===== src/verilog/hexDisplayPkg.sv =====
package hexDisplayPkg;

  localparam int NumDigits = 8;                 // Digits on the display board
  localparam int ScanTicks = 250;               // Last count of the per-digit scan period
  localparam int AddrW     = 6;                 // Byte address width of the register port
  localparam int DataW     = 32;                // Width of the bus data words

  localparam logic [AddrW-1:0] AddrDigitBase = 6'h00; // Digit i sits at base + 4*i
  localparam logic [AddrW-1:0] AddrBulk      = 6'h20; // All eight values as packed nibbles
  localparam logic [AddrW-1:0] AddrMask      = 6'h24; // All eight lit flags in bits 7..0

  typedef struct packed {
    logic       lit;                            // Digit is shown only when this is set
    logic [3:0] value;                          // Hex value from 0 to F
  } digitCode_t;

  typedef digitCode_t [NumDigits-1:0] hexDigits_t; // Digit 0 is the rightmost one

  typedef enum logic [1:0] {
    RdNone,                                     // Unmapped address, reads back as zero
    RdDigit,                                    // One digit code, zero-extended
    RdBulk,                                     // Eight packed values
    RdMask                                      // Eight lit flags
  } rdKind_t;

  typedef union packed {
    struct packed {
      logic [DataW-$bits(digitCode_t)-1:0] unused; // Ignored by single-digit writes
      digitCode_t                          code;   // Lit flag and value of one digit
    } single;
    logic [NumDigits-1:0][3:0] bulk;            // Nibble i carries the value of digit i
  } hexWord_u;

  function automatic logic [6:0] segEncode(digitCode_t code);
    logic [6:0] seg;                            // Active-low segments a..g from MSB to LSB
    seg = 7'b1111111;                           // Blank unless the digit is lit
    if (code.lit) begin
      case (code.value)
        4'h0: seg = 7'b0000001;
        4'h1: seg = 7'b1001111;
        4'h2: seg = 7'b0010010;
        4'h3: seg = 7'b0000110;
        4'h4: seg = 7'b1001100;
        4'h5: seg = 7'b0100100;
        4'h6: seg = 7'b0100000;
        4'h7: seg = 7'b0001111;
        4'h8: seg = 7'b0000000;
        4'h9: seg = 7'b0000100;
        4'hA: seg = 7'b0001000;
        4'hB: seg = 7'b1100000;
        4'hC: seg = 7'b0110001;
        4'hD: seg = 7'b1000010;
        4'hE: seg = 7'b0110000;
        default: seg = 7'b0111000;              // Value F
      endcase
    end
    return seg;
  endfunction

endpackage


===== src/verilog/hexWriteIf.sv =====
interface hexWriteIf;
  import hexDisplayPkg::*;

  logic     wrDigit;                            // Write one digit code at index
  logic     wrBulk;                             // Write all eight values from the bulk view
  logic     wrMask;                             // Write all eight lit flags from word bits 7..0
  logic     rdStrobe;                           // Read request, one cycle wide
  rdKind_t  rdKind;                             // Which register the read targets
  logic [2:0] index;                            // Digit number for single-digit accesses
  hexWord_u word;                               // Registered write data in both views

  modport decoder (
    output wrDigit,
    output wrBulk,
    output wrMask,
    output rdStrobe,
    output rdKind,
    output index,
    output word
  );

  modport store (
    input wrDigit,
    input wrBulk,
    input wrMask,
    input rdStrobe,
    input rdKind,
    input index,
    input word
  );

endinterface


===== src/verilog/hexCmdDecode.sv =====
module hexCmdDecode (
  input  logic                            clk_i,
  input  logic                            rst_i,
  input  logic                            req,   // One-cycle access strobe
  input  logic                            we,    // High for a write, low for a read
  input  logic [hexDisplayPkg::AddrW-1:0] addr,  // Byte address of the access
  input  hexDisplayPkg::hexWord_u         wdata, // Write data, decoded later by the store
  hexWriteIf.decoder                      cmd    // Classified command towards the digit store
);
  import hexDisplayPkg::*;

  logic    aligned;                             // Word-aligned byte address
  logic    hitDigit;                            // Address falls in the digit window
  logic    hitBulk;                             // Address selects the packed values
  logic    hitMask;                             // Address selects the lit flag mask
  logic    isWrite;                             // Write request this cycle
  logic    isRead;                              // Read request this cycle
  rdKind_t kindNext;                            // Read target decoded from the address

  assign aligned  = (addr[1:0] == 2'b00);       // Misaligned accesses count as unmapped
  assign hitDigit = aligned && (addr[AddrW-1:5] == AddrDigitBase[AddrW-1:5]);
  assign hitBulk  = (addr == AddrBulk);
  assign hitMask  = (addr == AddrMask);
  assign isWrite  = req && we;
  assign isRead   = req && !we;

  always_comb begin
    kindNext = RdNone;                          // Anything outside the map reads as zero
    if (hitDigit) begin
      kindNext = RdDigit;
    end else if (hitBulk) begin
      kindNext = RdBulk;
    end else if (hitMask) begin
      kindNext = RdMask;
    end
  end

  // Strobes are one cycle wide and follow the request by exactly one edge
  always_ff @(posedge clk_i) begin
    if (rst_i) begin
      cmd.wrDigit  <= 1'b0;
      cmd.wrBulk   <= 1'b0;
      cmd.wrMask   <= 1'b0;
      cmd.rdStrobe <= 1'b0;
      cmd.rdKind   <= RdNone;
    end else begin
      cmd.wrDigit  <= isWrite && hitDigit;      // Hit flags are exclusive so one strobe at most
      cmd.wrBulk   <= isWrite && hitBulk;
      cmd.wrMask   <= isWrite && hitMask;
      cmd.rdStrobe <= isRead;                   // Unmapped reads still return a zero word
      cmd.rdKind   <= isRead ? kindNext : RdNone;
    end
  end

  always_ff @(posedge clk_i) begin
    if (req) begin
      cmd.index <= addr[4:2];                   // Digit number inside the digit window
      cmd.word  <= wdata;                       // Only meaningful together with a write strobe
    end
  end

endmodule


===== src/verilog/hexDigitStore.sv =====
module hexDigitStore (
  input  logic                            clk_i,
  input  logic                            rst_i,
  hexWriteIf.store                        cmd,    // Decoded command from the decoder
  output hexDisplayPkg::hexDigits_t       digits, // Current codes of all eight digits
  output logic [hexDisplayPkg::DataW-1:0] rdata,  // Read word, held until the next read
  output logic                            rvalid  // One-cycle pulse with each read word
);
  import hexDisplayPkg::*;

  logic [DataW-1:0]     wordBits;               // Write data seen as a flat vector
  logic [NumDigits-1:0] litMask;                // New lit flags for a mask write
  logic [DataW-1:0]     readWord;               // Read data before the output register

  assign wordBits = cmd.word;
  assign litMask  = wordBits[NumDigits-1:0];    // Bit i controls digit i

  // Write rules for the three write kinds
  always_ff @(posedge clk_i) begin
    if (rst_i) begin
      digits <= '0;                             // All digits come up unlit
    end else if (cmd.wrDigit) begin
      digits[cmd.index] <= cmd.word.single.code; // Value and lit flag change together
    end else if (cmd.wrBulk) begin
      for (int i = 0; i < NumDigits; i++) begin
        digits[i].value <= cmd.word.bulk[i];    // Lit flags stay as they are
      end
    end else if (cmd.wrMask) begin
      for (int i = 0; i < NumDigits; i++) begin
        digits[i].lit <= litMask[i];            // Values stay as they are
      end
    end
  end

  // Read word for the requested view of the digit bank
  always_comb begin
    readWord = '0;                              // Upper bits are always zero-filled
    case (cmd.rdKind)
      RdDigit: begin
        readWord[$bits(digitCode_t)-1:0] = digits[cmd.index];
      end
      RdBulk: begin
        for (int i = 0; i < NumDigits; i++) begin
          readWord[4*i +: 4] = digits[i].value; // Same nibble layout as a bulk write
        end
      end
      RdMask: begin
        for (int i = 0; i < NumDigits; i++) begin
          readWord[i] = digits[i].lit;          // Same bit layout as a mask write
        end
      end
      default: begin
        readWord = '0;                          // Unmapped address
      end
    endcase
  end

  // The registers already hold any write from the previous cycle here
  always_ff @(posedge clk_i) begin
    if (rst_i) begin
      rvalid <= 1'b0;
      rdata  <= '0;
    end else begin
      rvalid <= cmd.rdStrobe;                   // Two cycles after the bus request
      if (cmd.rdStrobe) begin
        rdata <= readWord;
      end
    end
  end

endmodule


===== src/verilog/hexScanner.sv =====
module hexScanner (
  input  logic                      clk_i,
  input  logic                      rst_i,
  input  hexDisplayPkg::hexDigits_t digits,   // Codes of all eight digits from the store
  output logic [6:0]                segments, // Active-low segments of the selected digit
  output logic [7:0]                select    // Active-low digit enables, one low at a time
);
  import hexDisplayPkg::*;

  logic [$clog2(ScanTicks+1)-1:0] scanCnt;      // Cycles spent on the current digit
  logic                           wrap;         // Last cycle of the current digit slot
  logic                           restart;      // Zero bit has left the top of select
  digitCode_t                     selNext;      // Code of the digit selected right now
  digitCode_t                     selCode;      // Registered code, one cycle behind select

  assign wrap    = (scanCnt == ScanTicks);
  assign restart = &select[NumDigits-2:0];      // Also true straight after reset

  // Period counter and the rotating digit select
  always_ff @(posedge clk_i) begin
    if (rst_i) begin
      scanCnt <= '0;
      select  <= '1;                            // No digit enabled until the first wrap
    end else if (wrap) begin
      scanCnt <= '0;
      // Shift left and feed a zero back in only once the lower seven bits are all ones
      select  <= {select[NumDigits-2:0], !restart};
    end else begin
      scanCnt <= scanCnt + 1'b1;
    end
  end

  // Pick the code whose select bit is low
  always_comb begin
    selNext = '0;                               // Blank while no digit is selected
    for (int i = 0; i < NumDigits; i++) begin
      if (!select[i]) begin
        selNext = digits[i];
      end
    end
  end

  // Two register stages so segments trail a select change by two cycles
  always_ff @(posedge clk_i) begin
    if (rst_i) begin
      selCode  <= '0;                           // Unlit code, encodes to a blank digit
      segments <= 7'b1111111;                   // All segments dark
    end else begin
      selCode  <= selNext;
      segments <= segEncode(selCode);           // Shared table with the reference model
    end
  end

endmodule


===== src/verilog/hexDisplayTop.sv =====
module hexDisplayTop (
  input  logic                            clk_i,
  input  logic                            rst_i,
  input  logic                            req,      // One-cycle access strobe
  input  logic                            we,       // High for a write, low for a read
  input  logic [hexDisplayPkg::AddrW-1:0] addr,     // Byte address of the access
  input  logic [hexDisplayPkg::DataW-1:0] wdata,    // Write data
  output logic [hexDisplayPkg::DataW-1:0] rdata,    // Read data, valid with rvalid
  output logic                            rvalid,   // Pulses two cycles after a read request
  output logic [6:0]                      segments, // Active-low segment lines
  output logic [7:0]                      select    // Active-low digit enables
);
  import hexDisplayPkg::*;

  hexDigits_t digits;                           // Stored codes feeding the scanner

  hexWriteIf cmdIf ();                          // Decoder to store command path

  // Decode stage turns bus strobes into typed commands
  hexCmdDecode i_hexCmdDecode (
    .clk_i (clk_i),
    .rst_i (rst_i),
    .req   (req),
    .we    (we),
    .addr  (addr),
    .wdata (wdata),
    .cmd   (cmdIf.decoder)
  );

  // Execute stage holds the digit registers and answers reads
  hexDigitStore i_hexDigitStore (
    .clk_i  (clk_i),
    .rst_i  (rst_i),
    .cmd    (cmdIf.store),
    .digits (digits),
    .rdata  (rdata),
    .rvalid (rvalid)
  );

  // Result stage drives the multiplexed display
  hexScanner i_hexScanner (
    .clk_i    (clk_i),
    .rst_i    (rst_i),
    .digits   (digits),
    .segments (segments),
    .select   (select)
  );

endmodule


===== config.mk =====
export PLATFORM = sky130hd
export DESIGN_NAME = hexDisplayTop
export DESIGN_NICKNAME = d
export VERILOG_FILES = /design/src/verilog/hexDisplayPkg.sv /design/src/verilog/hexWriteIf.sv /design/src/verilog/hexCmdDecode.sv /design/src/verilog/hexDigitStore.sv /design/src/verilog/hexScanner.sv /design/src/verilog/hexDisplayTop.sv
export SDC_FILE = /design/constraint.sdc
export NUM_CORES = 1
export LEC_CHECK = 0
export ABC_AREA = 1
export BUFFER_PORTS_ARGS = -buffer_cell sky130_fd_sc_hd__buf_2
export CAP_MARGIN = 20
export CORE_MARGIN = 5
export CORE_UTILIZATION = 40
export DETAILED_ROUTE_END_ITERATION = 10
export PLACE_DENSITY = 0.56
export SLEW_MARGIN = 20
export SYNTH_ARGS = -nofsm -noshare
export SYNTH_HDL_FRONTEND = slang
export SYNTH_SLANG_ARGS = --single-unit
export TNS_END_PERCENT = 50

===== constraint.sdc =====
create_clock -name clk_i -period 3.6 [get_ports clk_i]
set_input_delay 0.18 -clock clk_i [delete_from_list [all_inputs] [get_ports clk_i]]
set_output_delay 0.18 -clock clk_i [all_outputs]
set_load 0.005 [all_outputs]

# Word level (Yosys, flattened, before mapping)
# Memories as Yosys holds them, arrays and structs flattened. A register that Yosys moved wholly into a read port is not among the register bits.
# Index checks and enable logic that the tools add are counted.
dict set report totals {
  register_bits 135
  romBits 112
  out_inout_bits 48
  elab_cells 106
  memories 1
}
# memory depth word_bits rd rd_ports_with_merged_regs write_ports line
set memory_table {}
lappend memory_table {{(no name shown)} 16 7 1 1 0 hexDisplayPkg.sv:38} ;# case (code.value)
dict set report op_classes {
  add_sub_neg 1
  n_lt_le_gt_ge 2
  eq_ne 7
  n_mux 44
  bitwise 3
  reduce_logical 18
}
# cell n
set op_table {}
lappend op_table {{5-bit two-way mux} 10}
lappend op_table {{40-bit bitwise mux} 1}
lappend op_table {{40-bit two-way mux} 1}
lappend op_table {{4-bit two-way mux} 8}
lappend op_table {{24-bit two-way mux} 1}
lappend op_table {{1-bit two-way mux} 17}
lappend op_table {{5-bit binary-select mux with 3-bit select} 1}
lappend op_table {{5-bit demux with 3-bit select} 1}
lappend op_table {{5-bit case mux with 3 select lines} 1}
lappend op_table {{6-bit equality test, second input constant} 2}
lappend op_table {{8-bit by 1-bit adder with 8-bit output, second input constant} 1}
lappend op_table {{8-bit equality test, second input constant} 1}
lappend op_table {{1-bit logical AND} 7}
lappend op_table {{7-bit AND reduction} 1}
lappend op_table {{3-bit case mux with 2 select lines} 1}
lappend op_table {{2-bit OR reduction} 3}
lappend op_table {{2-bit equality test, second input constant} 2}
lappend op_table {{3-bit by 4-bit < comparator with 1-bit output, second input constant} 1}
lappend op_table {{2-bit two-way mux} 2}
lappend op_table {{2-bit nonzero test} 2}
lappend op_table {{3-bit by 1-bit >= comparator with 1-bit output, second input constant} 1}
lappend op_table {{1-bit NOT} 3}
lappend op_table {{3-bit OR reduction} 1}
lappend op_table {{2-bit by 1-bit equality test with 1-bit output, second input constant} 1}
lappend op_table {{4 further kinds} 5}

# Longest topological paths before layout
dict set report depth {
  ltp_word 8
  mapped_depth 13
}

# Cells and area by module
# From an unflattened synthesis, not the netlist that was laid out.
dict set report hier_totals {
  hier_cells 823
  area_unflattened_um2 6361.1
}
# mod n_inst cells_per_inst area_each_um2 seq_area_each_um2
set modules_own_cells {}
lappend modules_own_cells {hexDigitStore 1 534 3487.1 1461.4}
lappend modules_own_cells {hexScanner 1 228 1600.3 560.5}
lappend modules_own_cells {hexCmdDecode 1 61 1273.7 1171.1}

# Least setup slack after synthesis
# Ideal clock, no wire load.
dict set report synth_path {
  path_type {reg2reg}
  startpoint {register i_hexScanner.scanCnt[0]}
  endpoint {register i_hexScanner.select[1]}
  setup_ns 0.120
  arrival_ns 1.161
  slack_ns 2.319
  path_stages_with_launch 7
  period_less_slack_ns 1.281
  cell_sequence {dfxtp_1 > inv_1 > ha_1 > nor3b_1 > nand2_1 > inv_1 > a211o_1}
}
dict set report synth_between {
  elab_chain_len 1
}
# item line
set synth_lines {}
lappend synth_lines {{start: declaration} hexScanner.sv:10} ;# logic [$clog2(ScanTicks+1)-1:0] scanCnt;
lappend synth_lines {{start signal: assignment} hexScanner.sv:29} ;# scanCnt <= scanCnt + 1'b1;
lappend synth_lines {{8-bit equality test} hexScanner.sv:16} ;# assign wrap = (scanCnt == ScanTicks);
lappend synth_lines {{end signal: assignment} hexScanner.sv:27} ;# select <= {select[NumDigits-2:0], !restart};
lappend synth_lines {{end: declaration} hexScanner.sv:6} ;# output logic [7:0] select
# Every way passes these cells.
# A chain may end at the register's enable or synchronous reset.

# Worst setup path after layout
dict set report layout_path {
  startpoint {register i_hexCmdDecode.cmd.index[0]}
  endpoint {register, netlist name i_hexDigitStore.digits[36]}
}
dict set report layout_between {
  elab_chain_len 6
  elab_cells_between_ends 7
  cone_classes {order compare: 2; mux: 4; reduce/logical: 1}
}
# item line
set layout_lines {}
lappend layout_lines {{start: declaration} hexWriteIf.sv:18} ;# output index,
lappend layout_lines {{start signal: assignment} hexCmdDecode.sv:57} ;# cmd.index <= addr[4:2];
lappend layout_lines {{3-bit by 4-bit < comparator with 1-bit output (not written as such) / 3-bit by 1-bit >= comparator with 1-bit output (equally long branches)} hexDigitStore.sv:23} ;# digits[cmd.index] <= cmd.word.single.code;
lappend layout_lines {{1-bit logical AND (not written as such)} hexDigitStore.sv:23}
lappend layout_lines {{5-bit two-way mux (not written as such)} hexDigitStore.sv:23}
lappend layout_lines {{5-bit demux with 3-bit select (*)} --}
lappend layout_lines {{40-bit bitwise mux (*)} hexDigitStore.sv:23}
lappend layout_lines {{40-bit two-way mux (*)} hexDigitStore.sv:22} ;# end else if (cmd.wrDigit) begin
# Every way passes the cells marked *; elsewhere a longest branch is shown, timed or not.

==> impl_metrics.yaml <==
yosys:
  synth-seq-area-share_pct: 49.96
  synth-seq-cells: 142
  syn_area_per_cell_um2: 7.700
  synth_edf_count: 35
  synthCells: 830
  ys.flop_type: "dfxtp_1"
  yosysWarnings: 0
  synthArstFlopShare_pct: 0
  synth_area_mm2: 0.006391
  synth_nets: 880
  synth.distinct_cells: 36
grt:
  overflow: 0
  grtUsageMet1_pct: 26.64
  met3_usage_pct: 4.256
  antenna_found_initial: 0
  track_usage_pct: 19.89
  grt_use_met2_pct: 31.48
  grt_pass1_wl_um: 28170
  grt_max_degree: 54
  grt_busiest_layer: "met2"
  grt_pass1_vias: 5267
clock_network:
  cts_tree: "built"
  cts_resized: 0
  insertion_delay_ns: 0.43
  cts.clk_slew.worst_paths_ns: 0.05
  cts_buffers: 17
  cts_htree_levels: 4
  clock_path_buffers: 2
  cts-root-buf: "clkbuf_16"
  clock-sinks: 142
hold_path:
  holdPathStages: 4
  hp-class: "in -> reg"
  hold_start: "addr[5]"
  min_to: "i_hexCmdDecode.cmd.wrDigit"
sta:
  setup_tns_ns: 0
  hold_viol_final: 0
  tightest_slew_ns: 0.9907
  timing.final.crit_period_ns: 2.084
  finalSetupViolations: 0
  fmax_mhz: 479.9
  drv_slew: 0
  clock_skew_ns: 0.01563
  min_period_over_period_pct: 57.89
  final.setup.worst_slack_ns: 1.516
  rsz0062_at_grt: "no"
  slew_headroom_pct: 33.95
job:
  max_cap_viol_count: 0
power_and_ir_drop:
  power.total_mw: 3.738
  switching_share_pct: 21.17
  ir_drop_mv: 0.3193
  p_comb_share_pct: 4.0
  clkPwrFrac_pct: 49.4
  p_leak_nw: 3.375
  seqPwrFrac_pct: 46.7
  power.switching_mw: 0.7915
  p_per_area_mw_per_mm2: 474.9
  internal_power_mw: 2.947
floorplanning:
  start_util_pct: 40.53
  dieArea_mm2: 0.01861
  core_area_mm2: 0.01577
  rows: 46
  die_h_um: 136.4
  io_pins: 90
  die_w_um: 136.4
drt:
  postRouteAntennaNets: 0
  drt_iter0_drc: 571
  drt-pass1-iter-count: 6
  vias: 5710
  wl_per_cell_um: 15.19
  drc_errors: 0
  drt_wl_total_um: 17700
  viasPerCell: 4.901
critical_path:
  cp.arrival_ns: 2.37
  path_class: "reg -> reg"
  r2r_slack_ns: 1.52
  setup.worst_path.start: "i_hexCmdDecode.cmd.index[0]"
  reg2reg_depth: 5
  crit_path_start_kind: "register"
  crit_required_ns: 3.89
  path_buf_inv: 1
  worstPathMaxFanout: 25
  crit_slowest_cell: "edfxtp_1"
  max_stage_delay_ns: 1.00
  path_cells: "inv_8 > nor4_4 > nor2_1 > nand2_1 > a31oi_1"
  r2r-end: "i_hexDigitStore.digits[36]"
  path_delay_family: "flip-flops"
  end_kind: "register"
  r2r-start: "i_hexCmdDecode.cmd.index[0]"
layout:
  antenna_cells: 0
  layout-drive-gt1-share_pct: 14.96
  stdcell_count: 1165
  syn_to_final_growth_pct: 23.16
  num-nets-final: 986
outcome:
  status: "complete, no violations"
placed_design:
  io_buffers: 89
  dpl.hpwl_um: 12250
  pre_cts_ws_ns: 1.544
  gp_congestion: 0.8847
  place_inst: 1097
[metal layers]
layer  wire, um  up-vias
li1           -     2938
met1       7947     2555
met2       8151      188
met3       1156       29
met4        441        0
met5          0        -
[Yosys cell counts, types with 10 or more instances]
cell type	n	area (um^2)
nand2_1	335	1257
dfxtp_1	107	2142
a21oi_1	52	260.3
inv_1	52	195.2
o21ai_0	45	225.2
nand3_1	41	205.2
edfxtp_1	35	1051
nor2_1	31	116.4
a31oi_1	29	181.4
clkbuf_1	21	78.83
o211ai_1	11	82.58
buf_2	10	50.05
[tightest hold or removal path, stage by stage]
cell     delay (ns)
buf_2          0.07
inv_1          0.04
nand2_1        0.08
nor2_1         0.04
[cell usage in the layout (no fill, tap or decap), types with 3 or more instances in the layout]
| master | n |
|---|---|
| nand2_1 | 335 |
| dfxtp_1 | 107 |
| o21ai_0 | 45 |
| dlygate4sd3_1 | 36 |
| edfxtp_1 | 35 |
| a31oi_1 | 29 |
| clkinv_1 | 4 |
| inv_2 | 5 |
| a21oi_1 | 52 |
| a21oi_2 | 4 |
| bufinv_16 | 4 |
| nor2_1 | 31 |
| clkbuf_16 | 17 |
| o211ai_1 | 11 |
| buf_4 | 4 |
| buf_2 | 89 |
| nand3_2 | 3 |
| inv_1 | 52 |
| nand4_1 | 3 |
| ha_1 | 8 |
| clkinv_2 | 3 |
| nand3_1 | 41 |
| nor3_1 | 6 |
[logic make-up after synthesis]
group / Yosys count / synth area share, %
compound gates: 148 / 13.20
xor+xnor: 2 / 0.2741
fa+ha+maj: 8 / 1.566
buf+inv: 102 / 7.537
flops: 142 / 49.96
simple gates: 428 / 27.47
[metrics by stage]
stage | util (%) | hold slack [ns] | cell area, um^2
after global routing | 49.91 | 0.05350 | 7871
after global placement | 43.68 | 0.3568 | 6888
final | 49.91 | 0.04316 | 7871
after floorplan | - | 0.2581 | 6391
after detailed placement | 43.68 | 0.3581 | 6888
after CTS | 49.91 | 0.03149 | 7871
[layout make-up]
cell class / count / area (um^2)
fillers: 1600 / 7899
repair buffers: 129 / 835.8
multi-input cells: 586 / 2716
clock inverters: 12 / 166.4
flip-flops and latches: 142 / 3193
clock buffers: 20 / 456.7
well taps: 216 / 270.3
inverters: 60 / 232.7
[worst max path at each step]
stage                                            end  slack (ns)  depth (start not counted)
final                     i_hexDigitStore.digits[36]        1.52                          5
after global routing      i_hexDigitStore.digits[37]        1.33                          5
after CTS                 i_hexDigitStore.digits[36]        1.52                          5
after detailed placement  i_hexDigitStore.digits[36]        1.54                          5
after global placement    i_hexDigitStore.digits[36]        1.56                          5
after floorplan               i_hexScanner.select[1]        2.32                          6
[flip-flops by register name, indices dropped and copies added (netlist names), 3 cells and up]
| name | cells |
|---|---|
| i_hexScanner.scanCnt | 8 |
| i_hexDigitStore.digits | 40 |
| i_hexCmdDecode.cmd.index | 3 |
| i_hexScanner.selCode | 5 |
| i_hexCmdDecode.cmd.word | 32 |
| i_hexScanner.segments | 7 |
| i_hexDigitStore.rdata | 32 |
| i_hexScanner.select | 8 |
[power groups by stage]
| stage | sequential, mW | combinational (mW) | clock (mW) |
|---|---|---|---|
| final | 1.75 | 0.148 | 1.85 |
| after global routing | 1.75 | 0.166 | 1.95 |
| after CTS | 1.75 | 0.149 | 1.88 |
| after detailed placement | 1.78 | 0.119 | 0 |
| after global placement | 1.78 | 0.118 | 0 |
| after floorplan | 1.74 | 0.0956 | 0 |
[repair_timing]
item | 4_1_cts | 5_1_grt
setup buffers | 0 | 0
hold buffers | 36 | 0
endpoints found under the hold margin | 37 | 0
No activity file was read; power rests on OpenSTA's default activity.
